$ cat src/iob_soc_boot.hex
// boot rom image: one 32-bit hex word per line, word addresses 0 to 15
00000093
00100113
0020a023
00408193
ff010113
00112623
3e800513
0ff00593
a5a5a5a5
5a5a5a5a
deadbeef
c0ffee01
12345678
87654321
0000006f
00008067

$ cat src/design/iob_soc_pkg.sv
`default_nettype none

package iob_soc_pkg;

   // bus geometry
   localparam int ADDR_W = 16;
   localparam int DATA_W = 32;

   // data bus address map, slave select in the top address bits
   localparam int N_SLAVES    = 3;
   localparam int SLAVE_SEL_W = 2;
   localparam int SLAVE_MEM   = 0;
   localparam int SLAVE_BOOT  = 1;
   localparam int SLAVE_GPIO  = 2;

   // internal memory sizes, in words
   localparam int SRAM_ADDR_W    = 8;
   localparam int BOOTROM_ADDR_W = 4;

   localparam string BOOT_HEXFILE = "/design/src/iob_soc_boot.hex";

   localparam int GPIO_W = 8;

   // native bus request, a read has wstrb all zero
   typedef struct packed {
      logic                avalid;
      logic [ADDR_W-1:0]   addr;
      logic [DATA_W-1:0]   wdata;
      logic [DATA_W/8-1:0] wstrb;
   } iob_req_t;

   typedef struct packed {
      logic [DATA_W-1:0] rdata;
      logic              rvalid;
      logic              ready;
   } iob_resp_t;

endpackage

`default_nettype wire
$ cat src/design/iob_gpio.sv
`timescale 1ns/1ps
`default_nettype none

module iob_gpio (
   input  logic                           clk_i,
   input  logic                           rst_n_i,
   input  iob_soc_pkg::iob_req_t          req_i,
   output iob_soc_pkg::iob_resp_t         resp_o,
   input  logic [iob_soc_pkg::GPIO_W-1:0] gpio_i,
   output logic [iob_soc_pkg::GPIO_W-1:0] gpio_o
);

   import iob_soc_pkg::*;

   logic              wr_en;
   logic              rd_en;
   logic [GPIO_W-1:0] out_q;
   logic [GPIO_W-1:0] sync1_q;
   logic [GPIO_W-1:0] sync2_q;
   logic              rvalid_q;
   logic [DATA_W-1:0] rdata_q;

   // offset 4 is the input register, read only
   assign wr_en = req_i.avalid && req_i.wstrb[0] && !req_i.addr[2];
   assign rd_en = req_i.avalid && (req_i.wstrb == '0);

   always_ff @(posedge clk_i or negedge rst_n_i) begin
      if (!rst_n_i) begin
         out_q    <= '0;
         sync1_q  <= '0;
         sync2_q  <= '0;
         rvalid_q <= 1'b0;
      end else begin
         sync1_q  <= gpio_i;
         sync2_q  <= sync1_q;
         rvalid_q <= rd_en;
         if (wr_en) begin
            out_q <= req_i.wdata[GPIO_W-1:0];
         end
      end
   end

   always_ff @(posedge clk_i) begin
      if (rd_en) begin
         rdata_q <= req_i.addr[2] ? DATA_W'(sync2_q) : DATA_W'(out_q);
      end
   end

   assign resp_o = '{rdata: rdata_q, rvalid: rvalid_q, ready: 1'b1};
   assign gpio_o = out_q;

endmodule

`default_nettype wire

$ cat config.mk
export PLATFORM = sky130hd
export DESIGN_NAME = iob_gpio
export DESIGN_NICKNAME = d
export VERILOG_FILES = /design/src/design/iob_soc_pkg.sv /design/src/design/iob_gpio.sv
export SDC_FILE = /design/constraint.sdc
export NUM_CORES = 1
export LEC_CHECK = 0
export BUFFER_PORTS_ARGS = -buffer_cell sky130_fd_sc_hd__buf_4
export CAP_MARGIN = 25
export CORE_AREA = 2 2 43 85
export DETAILED_ROUTE_END_ITERATION = 8
export DIE_AREA = 0 0 45 87
export PLACE_DENSITY = 0.81
export SLEW_MARGIN = 20
export SYNTH_ARGS = -nofsm -noshare
export SYNTH_HDL_FRONTEND = slang
export SYNTH_SLANG_ARGS = --single-unit
$ cat constraint.sdc
create_clock -name clk_i -period 1.3 [get_ports clk_i]
set_input_delay 0.13 -clock clk_i [delete_from_list [all_inputs] [get_ports clk_i]]
set_output_delay 0.13 -clock clk_i [all_outputs]
set_load 0.03 [all_outputs]
# Word-level counts from Yosys, hierarchy flattened
# Index checks and enable logic that the tools add are counted.
[word_totals]
reg_bits = 57
input_bits = 63
out_inout_bits = 42
word_cells = 11
[classes]
mux = 1
reduce_logical = 5
[ops]
columns = ["operator", "n"]
rows = [
  ["$mux W8", 1],
  ["$logic_not A4 Y1", 1],
  ["$logic_and A1 B1 Y1", 3],
  ["$logic_not A1 Y1", 1],
]

# Longest topological paths before layout
[logic_depth]
depth_word = 2
mapped_depth = 3
depth_no_buf = 2

# Worst setup path after synthesis
# OpenSTA, ideal clock, no wires.
[synth_timing]
kind = "register to register"
startpoint = "reg out_q[0] (netlist: gpio_o[0])"
endpoint = "reg rdata_q[0] (data pin)"
setup_time_ps = 260
t_arrival_ps = 763
t_required_ps = 1040
setup_slack_ps = 277
stages_incl_launch_ff = 2
n_path_buf = 0
cell_sequence = "dfrtp_1 > mux2_2"
[synth_via]
elab_chain_cells = 1
[synth_lines]
columns = ["item", "line_no", "text"]
rows = [
  ["from (decl)", "iob_gpio.sv:17", "logic [GPIO_W-1:0] out_q;"],
  ["from (signal assigned)", "iob_gpio.sv:38", "out_q <= req_i.wdata[GPIO_W-1:0];"],
  ["$mux W8", "iob_gpio.sv:45", "rdata_q <= req_i.addr[2] ? DATA_W'(sync2_q) : DATA_W'(out_q);"],
  ["to (signal assigned)", "iob_gpio.sv:45", ""],
  ["to (decl)", "iob_gpio.sv:21", "logic [DATA_W-1:0] rdata_q;"],
]
# Every way passes these cells.
# A chain may end at the register's enable or synchronous reset.

# Worst setup path in the final report
[layout_timing]
startpoint = "reg out_q[3] (netlist: gpio_o[3])"
endpoint = "out gpio_o[3] in the netlist's numbering"
[layout_rtl]
columns = ["item", "line_no", "text"]
rows = [
  ["to (decl)", "iob_gpio.sv:10", "output logic [iob_soc_pkg::GPIO_W-1:0] gpio_o"],
]
# No word-level cell between the ends.

==> run_results.csv <==
group,metric,value,unit
clock_tree,cts.reportedPaths.clkPinSlew,60,ps
setup_path,worst_ep_required_time,1170,ps
min_path,worstHoldPathType,"in -> reg",
route,dr.pass1.iters,2,
synthesis,synth_edf_count,8,
floorplan,core.rowCount,30,
power_and_ir_drop,clock_power_share,0.294,
setup_path,cp_slowest_stage_delay,400,ps
layout,multi_input_area,307,µm²
sta,finalHoldViolations,0,
route,ant_nets,0,
sta,min_period,984,ps
clock_tree,ctsResizeCount,0,
power_and_ir_drop,internal_power,0.00172,W
synthesis,yosysMostFrequentCell,"buf_4",
route,num_vias,718,
setup_path,start_kind,"flop",
clock_tree,cts_sinks,33,
synthesis,syn_inst,81,
sta,slew_viol_final,0,
synthesis,yosys_register_bits,33,
clock_tree,root_buffer,"clkbuf_8",
clock_tree,insertion_delay,280,ps
power_and_ir_drop,p_leak,0.804,nW
setup_path,worstPathArrival,850,ps
synthesis,ys.warnings.count,0,
sta,rsz0062_at_grt,"false",
route,dr.first_iter.drc_count,5,
setup_path,path_cells,"buf_4",
global_routing,grt_max_degree,26,
layout,seq_area,866,µm²
setup_path,path_class,"reg -> out",
setup_path,critPathBufInv,1,
synthesis,synth_cell_types,9,
route,wirelength,2010,µm
sta,clock.fmax,1020,MHz
power_and_ir_drop,ir_worst_vdd,0.989,mV
synthesis,avgSynthCellArea,16.0,µm²
synthesis,yosys-top-cells-area,"dfrtp_1, edfxtp_1, buf_4",
layout,antenna_cells,0,
power_and_ir_drop,p_per_area,1400,nW/µm²
layout,drive_gt1_frac,0.463,
sta,setup_viol,0,
job,cap_violations,0,
clock_tree,holdBufCountCts,9,
setup_path,slowest_stage,"dfrtp_1",
clock_tree,h-tree-depth,2,
layout,final_nets,196,
power_and_ir_drop,p_switching,0.000635,W
floorplan,start_util,0.391,
clock_tree,cts_made_buffers,5,
placed_design,io_buffers,40,
power_and_ir_drop,p_sw_frac,0.270,
global_routing,grt_overflow_total,0,
layout,nFillCells,297,
floorplan,die_h,87,µm
floorplan,core_area,3300,µm²
layout,syn2layout_area_growth,30.2,%
setup_path,cp_top_family,"flip-flops",
synthesis,ys_async_sr_fraction,0.758,
synthesis,synthTopCellsByCount,"buf_4, dfrtp_1, mux2_2",
sta,holdWs,83.1,ps
floorplan,ioPinCount,105,
clock_tree,clk_path_buf_depth,2,
placed_design,gp_congestion,0.698,
power_and_ir_drop,seq_power_share,0.506,
sta,post-route-period-util,0.757,
setup_path,cp_max_fo,3,
global_routing,first_global_vias,727,
power_and_ir_drop,p_total,0.00235,W
setup_path,end_kind,"output pin",
global_routing,grt_pass1_wl,3180,µm
route,wl_per_cell,12.1,µm
synthesis,yosys.area.top_type_share,0.484,
status,status,"complete, no violations",
sta,clock_skew,1.90,ps
synthesis,synth-main-ff-cell,"dfrtp_1",
synthesis,syn_area,1290,µm²
floorplan,die_area,3920,µm²
floorplan,dieWidth,45,µm
global_routing,grt_usage,0.119,
placed_design,post-dp-hpwl,1500,µm
synthesis,synth_area_leader_cell,"dfrtp_1",
route,drc,0,
synthesis,yosysSeqAreaShare,0.670,
sta,setup_tns,0,ps
power_and_ir_drop,comb_power_share,0.201,
route,detail_route.vias_per_cell,4.33,
global_routing,antenna_found_initial,0,
clock_tree,cts_tree,"done",
clock_tree,cts_setup_buffers,0,
-- worst paths after layout --
check / startpoint / endpoint / slack [ps] / cells after the start
max in group asynchronous: rst_n_i / sync1_q[3] / 780 / 2
min reg2reg: sync1_q[0] / sync2_q[0] / 350 / 0
min in group asynchronous: rst_n_i / sync1_q[2] / 290 / 2
max reg2reg: gpio_o[3] / rdata_q[3] / 390 / 1
max: gpio_o[3] / gpio_o[3] / 320 / 1
min: req_i[7] / gpio_o[3] / 80 / 2
-- registers in the layout, indices dropped and copies added (netlist names) --
name and cells:
sync2_q 8, rdata_q 8, sync1_q 8, rvalid_q 1
gpio_o 8
-- cells by family after synthesis --
| family | share of synthesized area |
|---|---|
| simple gates | 0.0252 |
| flops | 0.670 |
| mux | 0.139 |
| other cells | 0.00581 |
| buf+inv | 0.160 |
-- cell type report --
class                   count  share of cell area
flip-flops and latches     33               0.514
well taps                  32              0.0238
repair buffers             49               0.232
clock buffers               8              0.0476
multi-input cells          44               0.182
-- placed cells by master, fill, tap and decap left out --
master	instances
nand3b_4	1
buf_4	40
edfxtp_1	8
mux2_2	16
dfrtp_1	25
dlygate4sd3_1	9
and2_1	1
nor4_1	1
conb_1	25
clkbuf_1	3
clkbuf_8	5
-- power by group through the flow --
stage / sequential, W / clock (W) / combinational, W
after floorplan: 0.00130 / 0 / 0.000245
after global placement: 0.00120 / 0 / 0.000446
after detailed placement: 0.00121 / 0 / 0.000456
after CTS: 0.00119 / 0.000729 / 0.000477
after global routing: 0.00120 / 0.000777 / 0.000504
final: 0.00119 / 0.000692 / 0.000472
-- per-layer routing --
| layer | track usage | routed length (µm) | part of all wire | vias up |
|---|---|---|---|---|
| met1 | 0.122 | 635 | 0.32 | 337 |
| li1 | - | - | - | 320 |
| met5 | 0 | 0 | 0 | - |
| met2 | 0.196 | 1050 | 0.52 | 56 |
| met3 | 0.0477 | 270 | 0.13 | 5 |
| met4 | 0.0642 | 48 | 0.024 | 0 |
-- per-stage QoR --
step                 util  worst slack (ps)  cell area (µm²)  std cells
floorplan               -               277             1380        104
global placement    0.458              54.6             1510        149
detailed placement  0.458              2.91             1510        149
CTS                 0.509               298             1680        166
global route        0.509               267             1680        166
finish              0.509               316             1680        166
Power figures use the tool's default switching activity.
