**config.mk**
```make
export PLATFORM = sky130hd
export DESIGN_NAME = iob_split
export DESIGN_NICKNAME = d
export VERILOG_FILES = /design/src/design/iob_soc_pkg.sv /design/src/design/iob_split.sv
export SDC_FILE = /design/constraint.sdc
export NUM_CORES = 1
export LEC_CHECK = 0
export BUFFER_PORTS_ARGS = -buffer_cell sky130_fd_sc_hd__buf_2
export CAP_MARGIN = 20
export CORE_AREA = 2 2 137 139
export DETAILED_ROUTE_END_ITERATION = 8
export DIE_AREA = 0 0 139 141
export PLACE_DENSITY = 0.42
export SYNTH_ARGS = -nofsm -noshare
export SYNTH_HDL_FRONTEND = slang
export SYNTH_SLANG_ARGS = --single-unit
```
**constraint.sdc**
```tcl
create_clock -name clk_i -period 1.35 [get_ports clk_i]
set_input_delay 0.2025 -clock clk_i [delete_from_list [all_inputs] [get_ports clk_i]]
set_output_delay 0.2025 -clock clk_i [all_outputs]
set_load 0.05 [all_outputs]
```
**src/iob_soc_boot.hex**
```
// boot rom image: one 32-bit hex word per line, word addresses 0 to 15
00000093
00100113
0020a023
00408193
ff010113
00112623
3e800513
0ff00593
a5a5a5a5
5a5a5a5a
deadbeef
c0ffee01
12345678
87654321
0000006f
00008067

```
**src/design/iob_soc_pkg.sv**
```systemverilog
`default_nettype none

package iob_soc_pkg;

   // bus geometry
   localparam int ADDR_W = 16;
   localparam int DATA_W = 32;

   // data bus address map, slave select in the top address bits
   localparam int N_SLAVES    = 3;
   localparam int SLAVE_SEL_W = 2;
   localparam int SLAVE_MEM   = 0;
   localparam int SLAVE_BOOT  = 1;
   localparam int SLAVE_GPIO  = 2;

   // internal memory sizes, in words
   localparam int SRAM_ADDR_W    = 8;
   localparam int BOOTROM_ADDR_W = 4;

   localparam string BOOT_HEXFILE = "/design/src/iob_soc_boot.hex";

   localparam int GPIO_W = 8;

   // native bus request, a read has wstrb all zero
   typedef struct packed {
      logic                avalid;
      logic [ADDR_W-1:0]   addr;
      logic [DATA_W-1:0]   wdata;
      logic [DATA_W/8-1:0] wstrb;
   } iob_req_t;

   typedef struct packed {
      logic [DATA_W-1:0] rdata;
      logic              rvalid;
      logic              ready;
   } iob_resp_t;

endpackage

`default_nettype wire
```
**src/design/iob_split.sv**
```systemverilog
`timescale 1ns/1ps
`default_nettype none

module iob_split (
   input  logic                                               clk_i,
   input  logic                                               rst_n_i,
   input  iob_soc_pkg::iob_req_t                              m_req_i,
   output iob_soc_pkg::iob_resp_t                             m_resp_o,
   output iob_soc_pkg::iob_req_t  [iob_soc_pkg::N_SLAVES-1:0] s_req_o,
   input  iob_soc_pkg::iob_resp_t [iob_soc_pkg::N_SLAVES-1:0] s_resp_i
);

   import iob_soc_pkg::*;

   logic [SLAVE_SEL_W-1:0] sel;
   logic                   s_ready;
   logic                   accept_rd;
   logic [SLAVE_SEL_W-1:0] sel_q;
   logic                   rd_q;

   assign sel = m_req_i.addr[ADDR_W-1 -: SLAVE_SEL_W];

   // only the addressed slave sees avalid
   always_comb begin
      for (int i = 0; i < N_SLAVES; i++) begin
         s_req_o[i]        = m_req_i;
         s_req_o[i].avalid = m_req_i.avalid && (int'(sel) == i);
      end
   end

   // unmapped space never stalls
   always_comb begin
      s_ready = 1'b1;
      for (int i = 0; i < N_SLAVES; i++) begin
         if (int'(sel) == i) begin
            s_ready = s_resp_i[i].ready;
         end
      end
   end

   assign accept_rd = m_req_i.avalid && s_ready && (m_req_i.wstrb == '0);

   // remember who owes the next read response
   always_ff @(posedge clk_i or negedge rst_n_i) begin
      if (!rst_n_i) begin
         rd_q  <= 1'b0;
         sel_q <= '0;
      end else begin
         rd_q <= accept_rd;
         if (accept_rd) begin
            sel_q <= sel;
         end
      end
   end

   // unmapped read answers with zero
   always_comb begin
      m_resp_o.ready  = s_ready;
      m_resp_o.rvalid = rd_q;
      m_resp_o.rdata  = '0;
      for (int i = 0; i < N_SLAVES; i++) begin
         if (int'(sel_q) == i) begin
            m_resp_o.rvalid = rd_q && s_resp_i[i].rvalid;
            m_resp_o.rdata  = s_resp_i[i].rdata;
         end
      end
   end

endmodule

`default_nettype wire

```
**Yosys cells after proc, flatten, opt, wreduce, memory -nomap -nowiden**

Index checks and enable logic that the tools add are counted.

- Register bits: 3
- Input port bits: 157

- Equal/unequal tests: 4
- Muxes and demuxes: 6
- Reductions and logical operators: 11

Operators by type and width:

| cell | number |
|---|---|
| 33-bit 2-to-1 mux | 3 |
| 2-bit equality test (second input constant) | 4 |
| 1-bit logical AND | 8 |
| 2-bit logical NOT | 2 |
| 4-bit logical NOT | 1 |
| 1-bit 2-to-1 mux | 3 |

**Depth between registers and ports, before layout**

Gate-level depths: netlist (run 1).

- Depth after elaboration: 6
- Depth in mapped cells: 6
- Mapped depth without buffers: 3

**Worst setup path after synthesis (run 1)**

Ideal clock, no wire load.

- Path kind: reg2out
- Start point: register sel_q[0]
- End point: output m_resp_o[12] (netlist bit)
- Arrival: 1893 ps
- Required time: 1148 ps
- Slack: -746 ps
- Cell stages (with the launch flop): 5
- Buffers on the path: 2
- Path through: dfrtp_1 buf_4 buf_4 mux2i_1 o21ai_0

RTL lines:

| what | RTL line | source |
|---|---|---|
| from (decl) | iob_split.sv:18 | `logic [SLAVE_SEL_W-1:0] sel_q;` |
| from (signal assigned) | iob_split.sv:51 | `sel_q <= sel;` |
| to (decl) | iob_split.sv:8 | `output iob_soc_pkg::iob_resp_t m_resp_o,` |

==> impl_metrics.py, run 1 <==
metrics = {
    "outcome": {
        "outcome": "finished with violations",
        "violations": "negative setup slack",
    },
    "die": {
        "die_x_um": 139,
        "core_area_sq_mm": 0.01827,
        "die_h_um": 141,
        "rows": 50,
        "start_util_pct": 11.64,
        "io_pins": 350,
        "die_area_sq_mm": 0.01960,
    },
    "routing": {
        "routed_wirelength_um": 6304,
        "via_per_inst": 3.163,
        "first_iter_violations": 20,
        "route.detailed.drc": 0,
        "ant_nets": 0,
        "wl_per_cell_um": 11.67,
        "vias": 1708,
        "first_pass_iters": 3,
    },
    "power_and_ir_drop": {
        "p_per_area_mw_per_mm2": 1030,
        "ir_drop_uv": 316.1,
        "p_leak_nw": 1.283,
        "power_mw": 2.737,
    },
    "timing": {
        "rsz0062_at_grt": "yes",
        "slew_viol_final": 0,
        "setup_violations": 33,
        "fmax_mhz": 601.6,
        "max-slew-margin-rel_pct": 69.07,
        "skew_ns": 0,
        "finalWorstPathRequiredPeriod_ns": 1.662,
        "hold_viol": 0,
        "finalWorstSetupSlack_ns": -0.3123,
        "post-route-period-util_pct": 123.1,
        "worstMarginPinSlew_ns": 0.4640,
    },
    "setup_path": {
        "end_kind": "primary output",
        "crit_path_start": "sel_q[0]$_DFFE_PN0P_",
        "cpMaxStageDelayCell": "dfrtp_2",
        "slowest_delay_ns": 0.46,
        "critPathKind": "flip-flop to primary output",
        "cp.required_ns": 1.15,
        "regToRegStartpoint": "sel_q[1]$_DFFE_PN0P_",
        "crit_path_start_kind": "flip-flop",
        "worstPathMaxFanout": 7,
        "arrival_ns": 1.46,
        "crit_chain": "nor2b_4, buf_12, buf_12, nand2_2, o21ai_4, buf_6",
        "critPathMostFrequentCell": "buf_12",
    },
    "synth": {
        "yosysSeqAreaShare_pct": 3.529,
        "yosys-top-cells-count": "161 x buf_4, 33 x mux2i_1, 33 x nand2_1",
        "synthCells": 292,
        "avgSynthCellArea_sq_um": 7.284,
        "synth.most_common_cell": "buf_4",
        "synth_top_area_share_pct": 56.82,
        "ys_ff_latch": 3,
        "synth.cell_area_sq_mm": 0.002127,
        "synth_top_cell_by_area": "buf_4",
        "synth_edf_count": 0,
        "yosysWarnings": 0,
        "synth_cell_type_count": 25,
        "syn_nets": 449,
        "synthFlopType": "dfrtp_1",
        "synth-async-reset-ratio_pct": 100.0,
        "synth_area_leaders": "buf_4 57%, mux2i_1 16%, o21ai_0 5.9%",
    },
    "min_path": {
        "hp-class": "input pin to async pin",
    },
    "grt": {
        "overflow": 0,
        "antenna_found_initial": 1,
        "grt_start_max_net_pins": 25,
        "grt_usage_pct": 5.554,
        "grt_pass1_vias": 1669,
        "grt_pass1_wl_um": 8694,
    },
    "layout": {
        "layout-drive-gt1-share_pct": 76.14,
        "area_delta_synth_final_pct": 24.88,
        "n_fill_cell": 2077,
        "fin_nets": 464,
        "antenna_cells": 0,
        "design_area_sq_mm": 0.002656,
    },
    "place": {
        "portBuffers": 165,
        "dpl_cell_area_sq_mm": 0.002190,
        "dpl.hpwl_um": 5112,
        "place_congestion": 0.7040,
    },
    "clocking": {
        "clk-insertion-delay-late_ns": 0.22,
        "cts.sinks": 3,
        "numCtsBuffers": 3,
        "clkTransAtPathRegs_ns": 0.03,
        "cts_tree": "yes",
        "clockBufferDepth": 2,
        "cts_root_buffer": "clkbuf_16",
        "cts.htree.levels": 1,
    },
    "flow_run": {
        "maxCapViolCount": 0,
    },
}
stage by stage:
stage | hold slack (ns) | cells | worst slack (ns) | TNS [ns] | utilization, %
after floorplan | -0.09309 | 292 | -0.3476 | -7.905 | -
after global placement | 0.009673 | 532 | -0.1627 | -3.306 | 11.99
after detailed placement | 0.004693 | 532 | -0.1882 | -3.885 | 11.99
after CTS | 0.3031 | 537 | -0.3279 | -9.470 | 13.63
after global routing | 0.3200 | 540 | -0.3896 | -11.48 | 14.54
final | 0.3059 | 540 | -0.3123 | -8.703 | 14.54
layout by cell type (no fill, tap or decap), drive strengths merged:
cell type	synthesis	routed
a211oi	1	1
a21oi	1	1
a22o	1	1
a31o	1	1
and2	1	1
and3b	2	2
buf	166	179
clkbuf	4	4
dfrtp	3	3
dlygate4sd3	0	1
mux2	1	1
mux2i	33	33
nand2	33	33
nand2b	1	1
nand3	1	1
nor2	2	2
nor2b	1	1
nor3b	1	1
nor4	1	1
o2111ai	1	1
o21ai	35	35
o2bb2ai	1	1
or2	1	1
state kept, by name (all words and copies together) (netlist names):
register and flops:
rd_q 1, sel_q 2
power breakdown:
| group | switching, mW | internal, mW |
|---|---|---|
| clock | 0.0796 | 0.390 |
| combinational | 1.26 | 0.885 |
| sequential | 0.0196 | 0.0999 |
layer usage:
metal | GRT usage (%) | up-vias | wire (um)
met5 | 0 | - | 13
met4 | 3.402 | 2 | 316
met3 | 1.766 | 43 | 667
met2 | 10.55 | 120 | 3341
met1 | 5.171 | 716 | 1964
li1 | - | 827 | -
critical path, delay by kind of cell (launching register included):
family | cells | cell delay (ns)
flops | 1 | 0.46
simple gates | 2 | 0.29
compound gates | 1 | 0.06
buf+inv | 3 | 0.43
timing repair:
item,in CTS,in global routing
hold endpoints to repair,3,0
setup endpoints to repair,33,33
gates resized for setup,68,41
buffers inserted,0,3
pin swaps,0,1
hold buffers,1,0
final timing paths:
check	end	slack (ns)	cells past startpoint
hold / removal	rd_q$_DFF_PN0_	0.31	2
min in group clk_i	rd_q$_DFF_PN0_	0.31	3
max in group asynchronous	sel_q[0]$_DFFE_PN0P_	0.91	2
setup reg to reg	sel_q[1]$_DFFE_PN0P_	0.09	3
setup / recovery	m_resp_o[30]	-0.31	6
hold reg to reg	sel_q[0]$_DFFE_PN0P_	0.82	2
kinds of logic (layout without fill, tap and decap cells):
kind of cell	Yosys count	after routing	synth area share (%)
and+or+nand+nor	44	44	9.883
AOI/OAI and AO/OA	41	41	10.47
DFF	3	3	3.529
buffers and inverters	170	184	59.88
muxes	34	34	16.24
area by class of cell:
class                      instances  area [sq um]  area share (%)
tap                              234         292.8           11.02
sequential                         3         77.57           2.920
clock buffer                       4         78.83           2.967
multi-input combinational        119         994.7           37.45
timing repair buffer             180          1212           45.64
Power figures use the tool's default switching activity.
==> inputs of run 2 (changes only) <==
--- a/config.mk
+++ b/config.mk
@@ -14,3 +14,4 @@
 export SYNTH_ARGS = -nofsm -noshare
 export SYNTH_HDL_FRONTEND = slang
 export SYNTH_SLANG_ARGS = --single-unit
+export TNS_END_PERCENT = 20
==> impl_metrics.py, run 2 (synthesis gave the netlist of run 1 again) <==
metrics = {
    "outcome": {
        "outcome": "finished with violations",
        "violations": "negative setup slack",
    },
    "power_and_ir_drop": {
        "intPower_mw": 1.331,
        "p_comb_share_pct": 77.5,
        "ir_drop_uv": 305.9,
        "power_mw": 2.653,
        "p_leak_nw": 1.258,
        "p_per_area_mw_per_mm2": 1034,
        "p_clk_share_pct": 17.9,
        "power.share.sequential_pct": 4.6,
        "switchingPower_mw": 1.323,
        "swShare_pct": 49.85,
    },
    "die": {
        "die_h_um": 141,
        "die_area_sq_mm": 0.01960,
        "rows": 50,
        "io_pins": 350,
        "core_area_sq_mm": 0.01827,
        "die_x_um": 139,
        "start_util_pct": 11.64,
    },
    "setup_path": {
        "crit_path_start_kind": "flip-flop",
        "rrSetupSlack_ns": 0.10,
        "critPathKind": "flip-flop to primary output",
        "worstPathMaxFanout": 7,
        "end_kind": "primary output",
        "cp.required_ns": 1.15,
        "arrival_ns": 1.46,
    },
    "flow_run": {
        "maxCapViolCount": 0,
    },
    "routing": {
        "first_pass_iters": 4,
        "via_per_inst": 3.225,
        "vias": 1748,
        "route.detailed.drc": 0,
        "first_iter_violations": 28,
        "routed_wirelength_um": 7327,
        "ant_nets": 0,
        "wl_per_cell_um": 13.52,
    },
    "layout": {
        "fin_nets": 466,
        "largest_reg_flops": 2,
        "layout_common_cells": "132 x buf_2, 32 x nand2_1, 31 x buf_6",
        "multiInputGateArea_sq_um": 895.9,
        "final_common_cell": "buf_2",
        "seqCellArea_sq_um": 77.57,
        "antenna_cells": 0,
        "top_regs": "sel_q (2), rd_q (1)",
        "n_fill_cell": 2098,
        "design_area_sq_mm": 0.002565,
        "area_delta_synth_final_pct": 20.59,
        "largest_register": "sel_q",
        "layout-drive-gt1-share_pct": 68.18,
    },
    "clocking": {
        "cts_tree": "yes",
        "clockBufferDepth": 2,
        "clkTransAtPathRegs_ns": 0.03,
        "numCtsBuffers": 3,
        "clk-insertion-delay-late_ns": 0.22,
        "cts.htree.levels": 1,
        "cts.sinks": 3,
        "cts_root_buffer": "clkbuf_16",
    },
    "timing": {
        "slew_viol_final": 0,
        "fmax_mhz": 602.0,
        "setup_violations": 33,
        "hold_ws_ns": 0.3253,
        "hold_viol": 0,
        "worstMarginPinSlew_ns": 0.3562,
        "finalWorstPathRequiredPeriod_ns": 1.661,
        "max-slew-margin-rel_pct": 76.08,
        "post-route-period-util_pct": 123.0,
        "skew_ns": 0,
        "rsz0062_at_grt": "yes",
        "finalWorstSetupSlack_ns": -0.3110,
    },
    "grt": {
        "grt_pass1_wl_um": 10170,
        "grt_usage_pct": 6.858,
        "antenna_found_initial": 0,
        "grt_start_max_net_pins": 23,
        "overflow": 0,
        "grt_pass1_vias": 1728,
    },
    "place": {
        "place_congestion": 0.6813,
        "dpl_cell_area_sq_mm": 0.002162,
        "dpl.hpwl_um": 5993,
        "portBuffers": 165,
        "place_ws_ns": -0.1509,
    },
    "min_path": {
        "hp-class": "input pin to async pin",
    },
}
==> run 2: cell count changes in the layout (fill, tap and decap cells not counted), moves of 3 or more <==
| cell | change |
|---|---|
| o21ai_1 | +14 |
| o21ai_2 | -12 |
| nand2_1 | +9 |
| nand2_2 | -7 |
| buf_4 | +5 |
| buf_6 | -4 |
| mux2i_2 | -3 |
==> run 2: final timing paths <==
check	start	to	cells after the start
min in group clk_i	m_req_i[52]	sel_q[0]$_DFFE_PN0P_	3
hold reg to reg	sel_q[0]$_DFFE_PN0P_	sel_q[0]$_DFFE_PN0P_	2
setup reg to reg	sel_q[1]$_DFFE_PN0P_	sel_q[1]$_DFFE_PN0P_	3
setup / recovery	sel_q[0]$_DFFE_PN0P_	m_resp_o[30]	5
hold / removal	rst_n_i	sel_q[0]$_DFFE_PN0P_	2
max in group asynchronous	rst_n_i	sel_q[1]$_DFFE_PN0P_	2
==> run 2: cell type report <==
class                      instances  share of cell area (%)
timing repair buffer             182                   47.56
multi-input combinational        119                   34.93
tap                              234                   11.41
clock buffer                       4                   3.073
sequential                         3                   3.024
==> run 2: through the flow <==
stage	TNS, ns	utilization (%)	cells
finish	-8.459	14.04	542
global route	-10.91	14.04	542
CTS	-9.302	13.63	540
detailed placement	-2.945	11.84	532
global placement	-2.625	11.84	532
floorplan	-8.855	-	292
==> run 2: repair_timing <==
action	CTS	global route
setup endpoints to repair	33	33
hold endpoints to repair	3	0
pin swaps	0	2
cloned	1	0
buffers inserted	2	3
hold buffers	1	0
gates resized for setup	63	19
==> run 2: routing by layer <==
metal	vias up	share of wire [%]	global-route usage, %
li1	828	-	-
met1	745	32	6.649
met2	125	52	12.78
met3	50	9.5	1.630
met4	0	6.1	4.891
met5	-	0	0
==> run 2: power groups by stage <==
stage | clock [mW] | sequential [mW] | combinational, mW
2_1_floorplan | 0 | 0.102 | 2.41
3_3_place_gp | 0 | 0.118 | 1.74
3_5_place_dp | 0 | 0.117 | 1.74
4_1_cts | 0.480 | 0.119 | 2.03
5_1_grt | 0.494 | 0.126 | 2.18
6_report | 0.475 | 0.123 | 2.06
==> run 2: worst max-delay path, cell delays in order, from the launching register on <==
cell,delay (ns)
dfrtp_2,0.47
buf_8,0.17
buf_4,0.13
mux2i_1,0.11
o21ai_1,0.17
buf_6,0.18
