### config.mk
export PLATFORM = sky130hd
export DESIGN_NAME = iob_soc_boot
export DESIGN_NICKNAME = d
export VERILOG_FILES = /design/src/design/iob_soc_pkg.sv /design/src/design/iob_soc_boot.sv
export SDC_FILE = /design/constraint.sdc
export NUM_CORES = 1
export LEC_CHECK = 0
export BUFFER_PORTS_ARGS = -buffer_cell sky130_fd_sc_hd__buf_2
export CORE_MARGIN = 10
export CORE_UTILIZATION = 21
export DETAILED_ROUTE_END_ITERATION = 10
export GPL_TIMING_DRIVEN = 0
export PLACE_DENSITY = 0.82
export REMOVE_ABC_BUFFERS = 1
export SLEW_MARGIN = 20
export SYNTH_ARGS = -nofsm -noshare
export SYNTH_HDL_FRONTEND = slang
export SYNTH_SLANG_ARGS = --single-unit
### constraint.sdc
create_clock -name clk_i -period 0.8 [get_ports clk_i]
set_input_delay 0.2 -clock clk_i [delete_from_list [all_inputs] [get_ports clk_i]]
set_output_delay 0.2 -clock clk_i [all_outputs]
set_load 0.01 [all_outputs]
### src/iob_soc_boot.hex
// boot rom image: one 32-bit hex word per line, word addresses 0 to 15
00000093
00100113
0020a023
00408193
ff010113
00112623
3e800513
0ff00593
a5a5a5a5
5a5a5a5a
deadbeef
c0ffee01
12345678
87654321
0000006f
00008067

### src/design/iob_soc_pkg.sv
`default_nettype none

package iob_soc_pkg;

   // bus geometry
   localparam int ADDR_W = 16;
   localparam int DATA_W = 32;

   // data bus address map, slave select in the top address bits
   localparam int N_SLAVES    = 3;
   localparam int SLAVE_SEL_W = 2;
   localparam int SLAVE_MEM   = 0;
   localparam int SLAVE_BOOT  = 1;
   localparam int SLAVE_GPIO  = 2;

   // internal memory sizes, in words
   localparam int SRAM_ADDR_W    = 8;
   localparam int BOOTROM_ADDR_W = 4;

   localparam string BOOT_HEXFILE = "/design/src/iob_soc_boot.hex";

   localparam int GPIO_W = 8;

   // native bus request, a read has wstrb all zero
   typedef struct packed {
      logic                avalid;
      logic [ADDR_W-1:0]   addr;
      logic [DATA_W-1:0]   wdata;
      logic [DATA_W/8-1:0] wstrb;
   } iob_req_t;

   typedef struct packed {
      logic [DATA_W-1:0] rdata;
      logic              rvalid;
      logic              ready;
   } iob_resp_t;

endpackage

`default_nettype wire
### src/design/iob_soc_boot.sv
`timescale 1ns/1ps
`default_nettype none

module iob_soc_boot (
   input  logic                   clk_i,
   input  logic                   rst_n_i,
   input  iob_soc_pkg::iob_req_t  req_i,
   output iob_soc_pkg::iob_resp_t resp_o,
   output logic                   boot_o,
   output logic                   cpu_rst_o
);

   import iob_soc_pkg::*;

   logic              wr_en;
   logic              rd_en;
   logic              boot_q;
   logic              rst_hold_q;
   logic              cpu_rst_q;
   logic              rvalid_q;
   logic [DATA_W-1:0] rdata_q;

   assign wr_en = req_i.avalid && req_i.wstrb[0];
   assign rd_en = req_i.avalid && (req_i.wstrb == '0);

   // cpu reset spans system reset plus one cycle, then pulses on a boot change
   always_ff @(posedge clk_i or negedge rst_n_i) begin
      if (!rst_n_i) begin
         boot_q     <= 1'b1;
         rst_hold_q <= 1'b1;
         cpu_rst_q  <= 1'b1;
         rvalid_q   <= 1'b0;
      end else begin
         rst_hold_q <= 1'b0;
         cpu_rst_q  <= rst_hold_q || (wr_en && (req_i.wdata[0] != boot_q));
         rvalid_q   <= rd_en;
         if (wr_en) begin
            boot_q <= req_i.wdata[0];
         end
      end
   end

   // only bit 0 exists
   always_ff @(posedge clk_i) begin
      if (rd_en) begin
         rdata_q <= DATA_W'(boot_q);
      end
   end

   assign resp_o    = '{rdata: rdata_q, rvalid: rvalid_q, ready: 1'b1};
   assign boot_o    = boot_q;
   assign cpu_rst_o = cpu_rst_q;

endmodule

`default_nettype wire

### Word-level counts from Yosys, hierarchy flattened

Cells that the tools add are included.

* eq/ne operators: 1
* div/mod/pow operators: 0
* shift operators: 0
* order comparisons: 0
* add/subtract/negate cells: 0
* $mul: 0
* reduce and logical (&&, ||, !) cells: 5
* mux-type cells: 0
* bitwise operators: 0

Operators by type and width (count)
* $logic_not A4 Y1: 1
* $logic_and A1 B1 Y1: 3
* $logic_or A1 B1 Y1: 1
* $ne A1 B1 Y1: 1

* bits in latches: 0
* memory bits (read-only): 0
* output and inout bits: 36
* memories kept: 0
* RAM bits: 0
* bits in registers: 5

### Depth between registers and ports, before layout

Gate-level depths: netlist of the first run.

* depth in word-level cells: 3
* gate-level depth with buffers: 2
* gate-level depth less buffers: 2

### Least setup slack after synthesis of the first run

Ideal clock, no wire load.

* kind: input -> register
* from: in req_i[0] (netlist name)
* to: reg rdata_q[0] (enable)
* setup slack: -0.074 ns
* arrival time: 0.579 ns
* cell stages on the path: 2
* path through: nor4_1 > and2_1

* longest elaborated chain between the ends: 2

Ends and longest elaborated chain
* start: declaration: RTL line iob_soc_boot.sv:7 `input iob_soc_pkg::iob_req_t req_i,`
* $logic_not A4 Y1: RTL line iob_soc_boot.sv:24 `assign rd_en = req_i.avalid && (req_i.wstrb == '0);`
* $logic_and A1 B1 Y1: RTL line iob_soc_boot.sv:24
* via rd_en: RTL line iob_soc_boot.sv:16 `logic rd_en;`
* end signal: assignment: RTL line iob_soc_boot.sv:46 `rdata_q <= DATA_W'(boot_q);`
* end: declaration: RTL line iob_soc_boot.sv:21 `logic [DATA_W-1:0] rdata_q;`

The timed path passes the listed nets, and every way through them passes these cells.
A chain may end at the register's enable or synchronous reset.

### Worst setup path after layout of the first run

* from: reg boot_q (netlist: boot_o)
* to: out boot_o

RTL lines
* start: declaration: RTL line iob_soc_boot.sv:17 `logic boot_q;`
* start signal: assignment: RTL line iob_soc_boot.sv:38 `boot_q <= req_i.wdata[0];`
* end: declaration: RTL line iob_soc_boot.sv:9 `output logic boot_o,`

No word-level cell between the ends.

==> results by group, run 1 <==
Critical path
  • Critical path fanouts, max: 2
  • Family with the most delay on the worst path: flip-flops
  • CP Data Arrival Time: 0.86 ns
  • Critical path depth in cells: 1
  • Number of buffer and inverter stages on the critical path: 1
  • Worst Setup End Kind: primary output
  • Reg2reg start: boot_o
  • Reg2reg end: cpu_rst_o
  • CP max stage delay: 0.53 ns
  • CP startpoint: boot_o
  • FF-to-FF setup slack: -0.12 ns
  • Startpoint Class: register
  • CP Class: reg -> out
  • Slowest-stage cell, CP: dfstp_2
  • Critical Path RT: 0.60 ns
  • Worst setup endpoint: boot_o
  • R2r worst-path depth: 3
  • CP Cell Sequence: buf_6

Global routing
  • Initial antenna violation count: 0
  • Grt ovf: 0
  • All-layer global routing usage: 0.0372
  • Largest net degree at the start of global routing: 5
  • First-pass GRT wire length: 1210 µm
  • Vias in the first global route: 283

Placement
  • DP Worst Slack: -0.222 ns
  • Post-DP Area: 394 µm²
  • Placer Congestion: 0.731
  • IO buf count: 11
  • Detailed Place HPWL: 765 µm

STA
  • Finish-stage setup viols: 6
  • Worst setup margin: -0.264 ns
  • Endpoints failing hold: 0
  • Slew Limit Fails: 0
  • Peak Freq: 0.940 GHz
  • Layout Skew: 0.00107 ns
  • Min Tclk post-route: 1.06 ns
  • Setup_tns: -0.888 ns
  • Period utilisation layout: 1.33
  • RSZ-0062 raised after global routing: true

Synthesis
  • Post-synth top flop: dfstp_2
  • Synthesized cell area: 437 µm²
  • FFs w/ async S/R, synth: 0.800
  • Seq cells post-synth: 5
  • Synthesized area per cell: 9.49 µm²
  • Post-synth EDFFs: 1
  • Synth top area share: 0.567
  • Most frequent cell after synthesis: buf_4
  • Ranking of synthesized cells by area: buf_4, dfstp_2, edfxtp_1
  • Commonest cells post-synth: buf_4, dfstp_2, conb_1
  • Post-Synthesis Cells: 46
  • Yosys top cell by area: buf_4
  • Yosys warns: 0
  • Register area share after synthesis: 0.307
  • Synth unique cells: 11

Detailed routing
  • Via density: 2.63
  • Iteration-0 DRC Markers: 10
  • Vias: 231
  • 1st-pass router iterations: 3
  • DR WL/cell: 9.69 µm
  • WL final: 853 µm
  • DRC viols: 0
  • Post-route ant nets: 0

Clock network
  • Root buf cell: clkbuf_4
  • Clock slew at reported path FFs: 0.04 ns
  • CTS Buf Count: 3
  • Clk_lat worst skew: 0.23 ns
  • CTS tree: yes
  • # clock sinks: 5
  • H-tree Lvls: 1
  • Max Root-Sink Buffers: 2

Power and ir drop
  • Sw Share: 0.279
  • P per Cell Area: 1640 nW/µm²
  • Net load switching power: 0.212 mW
  • Clock power share: 0.367
  • Logic gate share of total power: 0.242
  • Total power: 0.759 mW
  • Peak supply drop: 0.000341 V
  • Cell Int Power: 0.547 mW
  • P_leak: 0.256 nW
  • Seq pwr share: 0.391

Floorplan
  • Row count: 16
  • DIE AREA: 4300 µm²
  • Die Y: 65.6 µm
  • Core area: 1960 µm²
  • Die width: 65.6 µm
  • Top Ports: 91
  • Initial Utilization: 0.223

Final layout
  • Finished Cell Area: 463 µm²
  • Synth-to-layout area growth: 6.02%
  • Nets@finish: 117
  • Fillers: 236
  • Fin util: 0.236
  • ANT cells: 0
  • Layout cells sized above 1: 0.328

Min path
  • Worst hold path type: in -> reg

Outcome
  • Failing checks: setup timing
  • Status: finished, violations left

Flow run
  • Number of max-cap violations: 0
registers in the layout (all words and copies together) (netlist names):
| signal | count |
|---|---|
| boot_o | 1 |
| cpu_rst_o | 1 |
| rdata_q | 1 |
| rst_hold_q | 1 |
| rvalid_q | 1 |
routing by layer:
layer	GRT usage	routed length, µm	vias up	part of all wire
met4	0.0321	0	0	0
met2	0.0573	414	26	0.49
met5	0	0	-	0
met3	0.0288	95	0	0.11
li1	-	-	106	-
met1	0.0307	343	99	0.40
power groups by stage:
stage	Combinational, mW	Clock, mW	Sequential [mW]
6_report	0.184	0.278	0.297
5_1_grt	0.204	0.325	0.298
3_3_place_gp	0.136	0	0.302
3_5_place_dp	0.138	0	0.303
2_1_floorplan	0.0921	0	0.309
4_1_cts	0.171	0.299	0.297
placed cells by master, fill, tap and decap left out:
master / count
conb_1: 33
buf_2: 8
dfstp_2: 3
clkbuf_4: 3
buf_6: 3
nor4_2: 1
and2_1: 1
nand2_1: 1
xnor2_1: 1
o21bai_1: 1
mux2_4: 1
clkbuf_1: 1
dlygate4sd3_1: 1
edfxtp_1: 1
buf_4: 1
dfrtp_1: 1
repair_timing:
| item | 4_1_cts | 5_1_grt |
|---|---|---|
| hold buffers | 1 | 0 |
| resized for setup | 2 | 2 |
| setup buffers | 1 | 0 |
| hold endpoints to repair | 4 | 0 |
| endpoints found under the setup margin | 5 | 7 |
| pin swaps | 0 | 2 |
kinds of logic after synthesis:
group | Yosys count | synth area share
AOI/OAI and AO/OA | 1 | 0.0172
xor gates and xnor gates | 1 | 0.0201
buffers and inverters | 33 | 0.567
DFF | 5 | 0.307
muxes | 1 | 0.0344
other | 2 | 0.0172
and+or+nand+nor | 3 | 0.0373
final cells by class:
type,count,area (µm²),share of cell area
clock buffer,4,26.3,0.0568
multi-input combinational,39,178,0.384
sequential,5,134,0.289
tap,27,33.8,0.0730
timing repair buffer,13,91.3,0.197
worst min path at each step:
stage                  start        to  slack [ns]  cells after the start
finish              req_i[4]    boot_o        0.23                      2
global route        req_i[4]    boot_o        0.22                      2
CTS                 req_i[4]    boot_o        0.22                      2
detailed placement   rst_n_i  rvalid_q       0.007                      1
global placement     rst_n_i  rvalid_q       0.003                      1
floorplan            rst_n_i  rvalid_q        -0.1                      0
stage by stage:
step | std cells | hold slack (ns)
final | 88 | 0.231
after CTS | 88 | 0.219
after detailed placement | 82 | 0.00739
after global placement | 82 | 0.00324
after global routing | 88 | 0.220
after floorplan | 44 | -0.0956
Power figures use the tool's default switching activity.
==> run 2, diff against run 1 <==
Settings changed: PLACE_DENSITY 0.82 to 0.73.
==> run 2 against run 1 <==
  * The flow still finishes with violations (setup timing)
  * Critical path depth unchanged
  * Clock skew about the same
  * Final cell count up 1.1%
  * Largest cell class unchanged
==> results by group, run 2 (synthesized netlist as in run 1, its figures left out) <==
STA
  • Slew Limit Fails: 0 (unchanged)
  • Setup_tns: -1.11 ns (-0.221 ns)
  • Endpoints failing hold: 0 (unchanged)
  • Period utilisation layout: 1.33 (+0.00169)
  • Layout Skew: 0.00118 ns (+0.000113 ns)
  • Min Tclk post-route: 1.06 ns (+0.00135 ns)
  • Hold slack: 0.235 ns (+0.00389 ns)
  • Worst setup margin: -0.265 ns (-0.00135 ns)
  • Peak Freq: 0.939 GHz (-0.13%)
  • RSZ-0062 raised after global routing: true
  • Finish-stage setup viols: 7 (+1)

Placement
  • DP Worst Slack: -0.235 ns (-0.0126 ns)
  • Detailed Place HPWL: 824 µm (+7.7%)
  • Placed cell count: 82 (unchanged)
  • IO buf count: 11 (unchanged)
  • Placer Congestion: 0.674 (-7.8%)

Clock network
  • Clock slew at reported path FFs: 0.04 ns (about the same)
  • # clock sinks: 5 (unchanged)
  • Max Root-Sink Buffers: 2 (unchanged)
  • CTS tree: yes
  • H-tree Lvls: 1 (unchanged)
  • CTS Buf Count: 3 (unchanged)
  • Clk_lat worst skew: 0.24 ns (about the same)
  • Root buf cell: clkbuf_4

Power and ir drop
  • Peak supply drop: 0.000420 V (+23%)
  • P per Cell Area: 1690 nW/µm² (+3.3%)
  • P_leak: 0.259 nW (+1.4%)

Critical path
  • Critical Path RT: 0.60 ns (about the same)
  • Slowest-stage cell, CP: dfstp_2
  • CP Cell Sequence: buf_6
  • CP Class: reg -> out
  • CP max stage delay: 0.53 ns (about the same)
  • Worst Setup End Kind: primary output
  • FF-to-FF setup slack: -0.18 ns (-0.06 ns)
  • Number of buffer and inverter stages on the critical path: 1 (unchanged)
  • CP Data Arrival Time: 0.86 ns (about the same)
  • Reg2reg end: cpu_rst_o
  • Reg2reg start: boot_o
  • Family with the most delay on the worst path: flip-flops
  • R2r worst-path depth: 4 (+1)
  • Startpoint Class: register
  • Critical path fanouts, max: 2 (unchanged)

Final layout
  • Highest-count cells in the layout ignoring fill and taps: conb_1, buf_2, dfstp_2, clkbuf_4, buf_6
  • Leading cell type in the layout, fill and taps excluded: conb_1
  • ANT cells: 0 (unchanged)
  • Layout cells sized above 1: 0.323 (-0.00529)
  • Nets@finish: 118 (+0.85%)
  • Final Non-Filler Cells: 89 (+1.1%)
  • Synth-to-layout area growth: 5.73%
  • Fin util: 0.235 (-0.000637)

Detailed routing
  • Top Metal Used: met3
  • Metal-1 WL: 323 µm (-5.8%)
  • DRC viols: 0 (unchanged)
  • Vias: 237 (+2.6%)
  • DR WL/cell: 10.7 µm (+10%)
  • WL final: 950 µm (+11%)
  • 1st-pass router iterations: 3 (unchanged)
  • Metal3 WL: 110 µm (+16%)
  • Wire length on met2: 517 µm (+25%)
  • Iteration-0 DRC Markers: 4 (-6)
  • Post-route ant nets: 0 (unchanged)
  • Via density: 2.66 (+1.4%)

Floorplan
  • Core area: 1960 µm² (unchanged)
  • Row count: 16 (unchanged)
  • Die Y: 65.6 µm (unchanged)
  • Top Ports: 91 (unchanged)
  • Initial Utilization: 0.223 (unchanged)
  • Die width: 65.6 µm (unchanged)
  • DIE AREA: 4300 µm² (unchanged)

Global routing
  • Largest net degree at the start of global routing: 5 (unchanged)
  • Initial antenna violation count: 0 (unchanged)
  • First-pass GRT wire length: 1280 µm (+5.1%)
  • Grt ovf: 0 (unchanged)
  • All-layer global routing usage: 0.0413 (+0.00413)
  • Vias in the first global route: 299 (+5.7%)

Min path
  • Worst Hold Path EP: boot_o
  • WHS Path Cells: 2 (unchanged)
  • Worst hold path type: in -> reg
  • HP Start: req_i[4]

Outcome
  • Status: finished, violations left
  • Failing checks: setup timing

Flow run
  • Number of max-cap violations: 0 (unchanged)
run 2: cell count changes in the layout (fill, tap and decap cells not counted), sizes merged:
cell  before  now
buf       12   13
run 2: worst max-delay path by stage:
stage,start,end,slack (ns),cells past startpoint
after detailed placement,req_i[0],rdata_q[0],-0.24,3
after CTS,boot_o,boot_o,-0.28,1
after floorplan,req_i[0],rdata_q[0],-0.07,2
final,boot_o,boot_o,-0.26,1
after global placement,req_i[0],rdata_q[0],-0.22,3
after global routing,boot_o,boot_o,-0.30,1
run 2: layout make-up:
cell class | count | area (µm²)
Sequential cell | 5 | 134
Tap cell | 27 | 33.8
Fill cell | 228 | 1500
Multi-Input combinational cell | 39 | 171
Clock buffer | 4 | 26.3
Timing Repair Buffer | 14 | 96.3
run 2: report_power, final:
| group | switching (mW) | internal (mW) |
|---|---|---|
| clock network | 0.0980 | 0.188 |
| registers | 0.00775 | 0.289 |
| logic | 0.119 | 0.0798 |
| total | 0.225 | 0.557 |
run 2: repair_timing:
item	4_1_cts	5_1_grt
hold buffers	1	0
cloned	0	0
pin swaps	0	1
endpoints found under the setup margin	5	7
gates resized for setup	2	1
setup buffers	1	1
hold endpoints to repair	4	0
run 2: stage by stage:
| step | total power, mW | instance area [µm²] |
|---|---|---|
| global route | 0.852 | 462 |
| floorplan | 0.401 | 305 |
| finish | 0.782 | 462 |
| detailed placement | 0.442 | 394 |
| global placement | 0.438 | 394 |
| CTS | 0.778 | 450 |
run 2: routing by layer:
| metal | global-route usage | vias to the layer above |
|---|---|---|
| met3 | 0.0390 | 0 |
| met5 | 0 | - |
| li1 | - | 106 |
| met1 | 0.0278 | 108 |
| met4 | 0.0321 | 0 |
| met2 | 0.0683 | 23 |
==> run 3, diff against run 2 <==
Settings changed: RECOVER_POWER from default to 25, SETUP_SLACK_MARGIN from default to 0.4.
==> run 3 against run 2 <==
  * The flow finishes with violations (hold timing, setup timing)
  * Cell area grew 6.5%
  * Total power is 2.5% higher
  * Combinational power rose by 6%
  * Sequential power is essentially flat
  * Via count rose by 3.8%
  * Sequential share of layout area shrank 1.8 points
  * Clock skew barely moved
  * Critical path depth unchanged
==> results by group, run 3 (synthesized netlist as in run 1, its figures left out) <==
Global routing
  • Vias in the first global route: 316 (+5.7%)
  • Grt ovf: 0 (unchanged)
  • First-pass GRT wire length: 1320 µm (+3.2%)
  • Initial antenna violation count: 0 (unchanged)
  • All-layer global routing usage: 0.0427 (+0.00138)
  • Largest net degree at the start of global routing: 5 (unchanged)

Critical path
  • Slowest-stage cell, CP: dfstp_2
  • Startpoint Class: register
  • Worst Setup End Kind: primary output
  • CP Cell Sequence: buf_6
  • CP max stage delay: 0.53 ns (about the same)
  • CP Data Arrival Time: 0.87 ns (about the same)
  • FF-to-FF setup slack: -0.18 ns (about the same)
  • Family with the most delay on the worst path: flip-flops
  • Critical path fanouts, max: 2 (unchanged)
  • CP Class: reg -> out
  • Number of buffer and inverter stages on the critical path: 1 (unchanged)
  • R2r worst-path depth: 4 (unchanged)
  • Critical path depth in cells: 1 (unchanged)
  • Critical Path RT: 0.60 ns (about the same)

Detailed routing
  • WL final: 991 µm (+4.3%)
  • DRC viols: 0 (unchanged)
  • Vias: 246 (+3.8%)
  • 1st-pass router iterations: 1 (-2)
  • Via density: 2.76 (+3.8%)
  • Iteration-0 DRC Markers: 0 (-4)
  • DR WL/cell: 11.1 µm (+4.3%)
  • Post-route ant nets: 0 (unchanged)

Placement
  • Placed cell count: 82 (unchanged)
  • Detailed Place HPWL: 824 µm (unchanged)
  • IO buf count: 11 (unchanged)
  • DP Worst Slack: -0.235 ns (unchanged)
  • Placer Congestion: 0.674 (unchanged)

Clock network
  • # clock sinks: 5 (unchanged)
  • Clock slew at reported path FFs: 0.04 ns (about the same)
  • Clk_lat worst skew: 0.24 ns (about the same)
  • CTS tree: yes
  • Max Root-Sink Buffers: 2 (unchanged)
  • Root buf cell: clkbuf_4
  • CTS Buf Count: 3 (unchanged)
  • H-tree Lvls: 1 (unchanged)

Outcome
  • Status: finished, violations left
  • Failing checks: hold timing, setup timing

STA
  • Finish-stage setup viols: 7 (unchanged)
  • Peak Freq: 0.934 GHz (-0.49%)
  • RSZ-0062 raised after global routing: true
  • Hold slack: -0.220 ns (-0.455 ns)
  • Worst setup margin: -0.270 ns (-0.00528 ns)
  • Layout Skew: 0.00168 ns (+0.000499 ns)
  • Endpoints failing hold: 1 (+1)
  • Slew Limit Fails: 0 (unchanged)
  • Min Tclk post-route: 1.07 ns (+0.00528 ns)
  • Period utilisation layout: 1.34 (+0.00660)
  • Setup_tns: -1.14 ns (-0.0290 ns)

Power and ir drop
  • Cell Int Power: 0.564 mW (+1.2%)
  • P_leak: 0.266 nW (+2.7%)
  • Clock power share: 0.366 (about the same)
  • Sw Share: 0.297 (+0.00920)
  • Peak supply drop: 0.000419 V (-0.17%)
  • Seq pwr share: 0.370 (-0.010)
  • P per Cell Area: 1630 nW/µm² (-3.7%)
  • Net load switching power: 0.238 mW (+5.8%)
  • Logic gate share of total power: 0.264 (+0.010)

Final layout
  • Layout cells sized above 1: 0.355 (+0.0323)
  • Leading cell type in the layout, fill and taps excluded: conb_1
  • Final Non-Filler Cells: 89 (unchanged)
  • ANT cells: 0 (unchanged)
  • Highest-count cells in the layout ignoring fill and taps: conb_1, buf_2, buf_6
  • Synth-to-layout area growth: 12.6%
  • Nets@finish: 118 (unchanged)

Floorplan
  • Row count: 16 (unchanged)
  • Initial Utilization: 0.223 (unchanged)
  • Die Y: 65.6 µm (unchanged)
  • DIE AREA: 4300 µm² (unchanged)
  • Core area: 1960 µm² (unchanged)
  • Die width: 65.6 µm (unchanged)
  • Top Ports: 91 (unchanged)

Flow run
  • Number of max-cap violations: 0 (unchanged)

Min path
  • Worst hold path type: in -> async
[run 3: metrics by stage]
stage,instance area [µm²],power (mW),util
finish,492,0.802,0.251
global route,492,0.865,0.251
CTS,460,0.781,0.235
detailed placement,394,0.442,0.201
global placement,394,0.438,0.201
floorplan,305,0.401,-
[run 3: area by class of cell]
| type | count | area [µm²] |
|---|---|---|
| Tap cell | 27 | 33.8 |
| Multi-Input combinational cell | 39 | 189 |
| Clock buffer | 4 | 26.3 |
| Fill cell | 230 | 1470 |
| Sequential cell | 5 | 134 |
| Timing Repair Buffer | 14 | 109 |
[run 3: repair_timing]
action                                  4_1_cts  5_1_grt
endpoints found under the setup margin        9        9
endpoints found under the hold margin         4        4
buffers inserted                              2        1
resized for setup                             4        5
pin swaps                                     2        2
[run 3: worst paths after layout]
path,startpoint,endpoint
hold / removal,rst_n_i,rvalid_q
max in group asynchronous,rst_n_i,rst_hold_q
setup / recovery,boot_o,boot_o
setup reg to reg,boot_o,cpu_rst_o
hold reg to reg,rst_hold_q,cpu_rst_o
min in group clk_i,req_i[4],boot_o
[run 3: power by group through the flow]
stage | Clock, mW | Sequential [mW] | Combinational [mW]
after global placement | 0 | 0.301 | 0.136
after global routing | 0.342 | 0.297 | 0.225
after detailed placement | 0 | 0.303 | 0.138
final | 0.293 | 0.297 | 0.211
after CTS | 0.309 | 0.297 | 0.176
after floorplan | 0 | 0.309 | 0.0921
[run 3: routing by layer]
metal / up-vias / wire, µm / GRT usage / part of all wire
met5: - / 0 / 0 / 0
met4: 0 / 25 / 0.0321 / 0.025
met2: 26 / 521 / 0.0744 / 0.53
met1: 111 / 340 / 0.0268 / 0.34
met3: 3 / 103 / 0.0390 / 0.10
li1: 106 / - / - / -
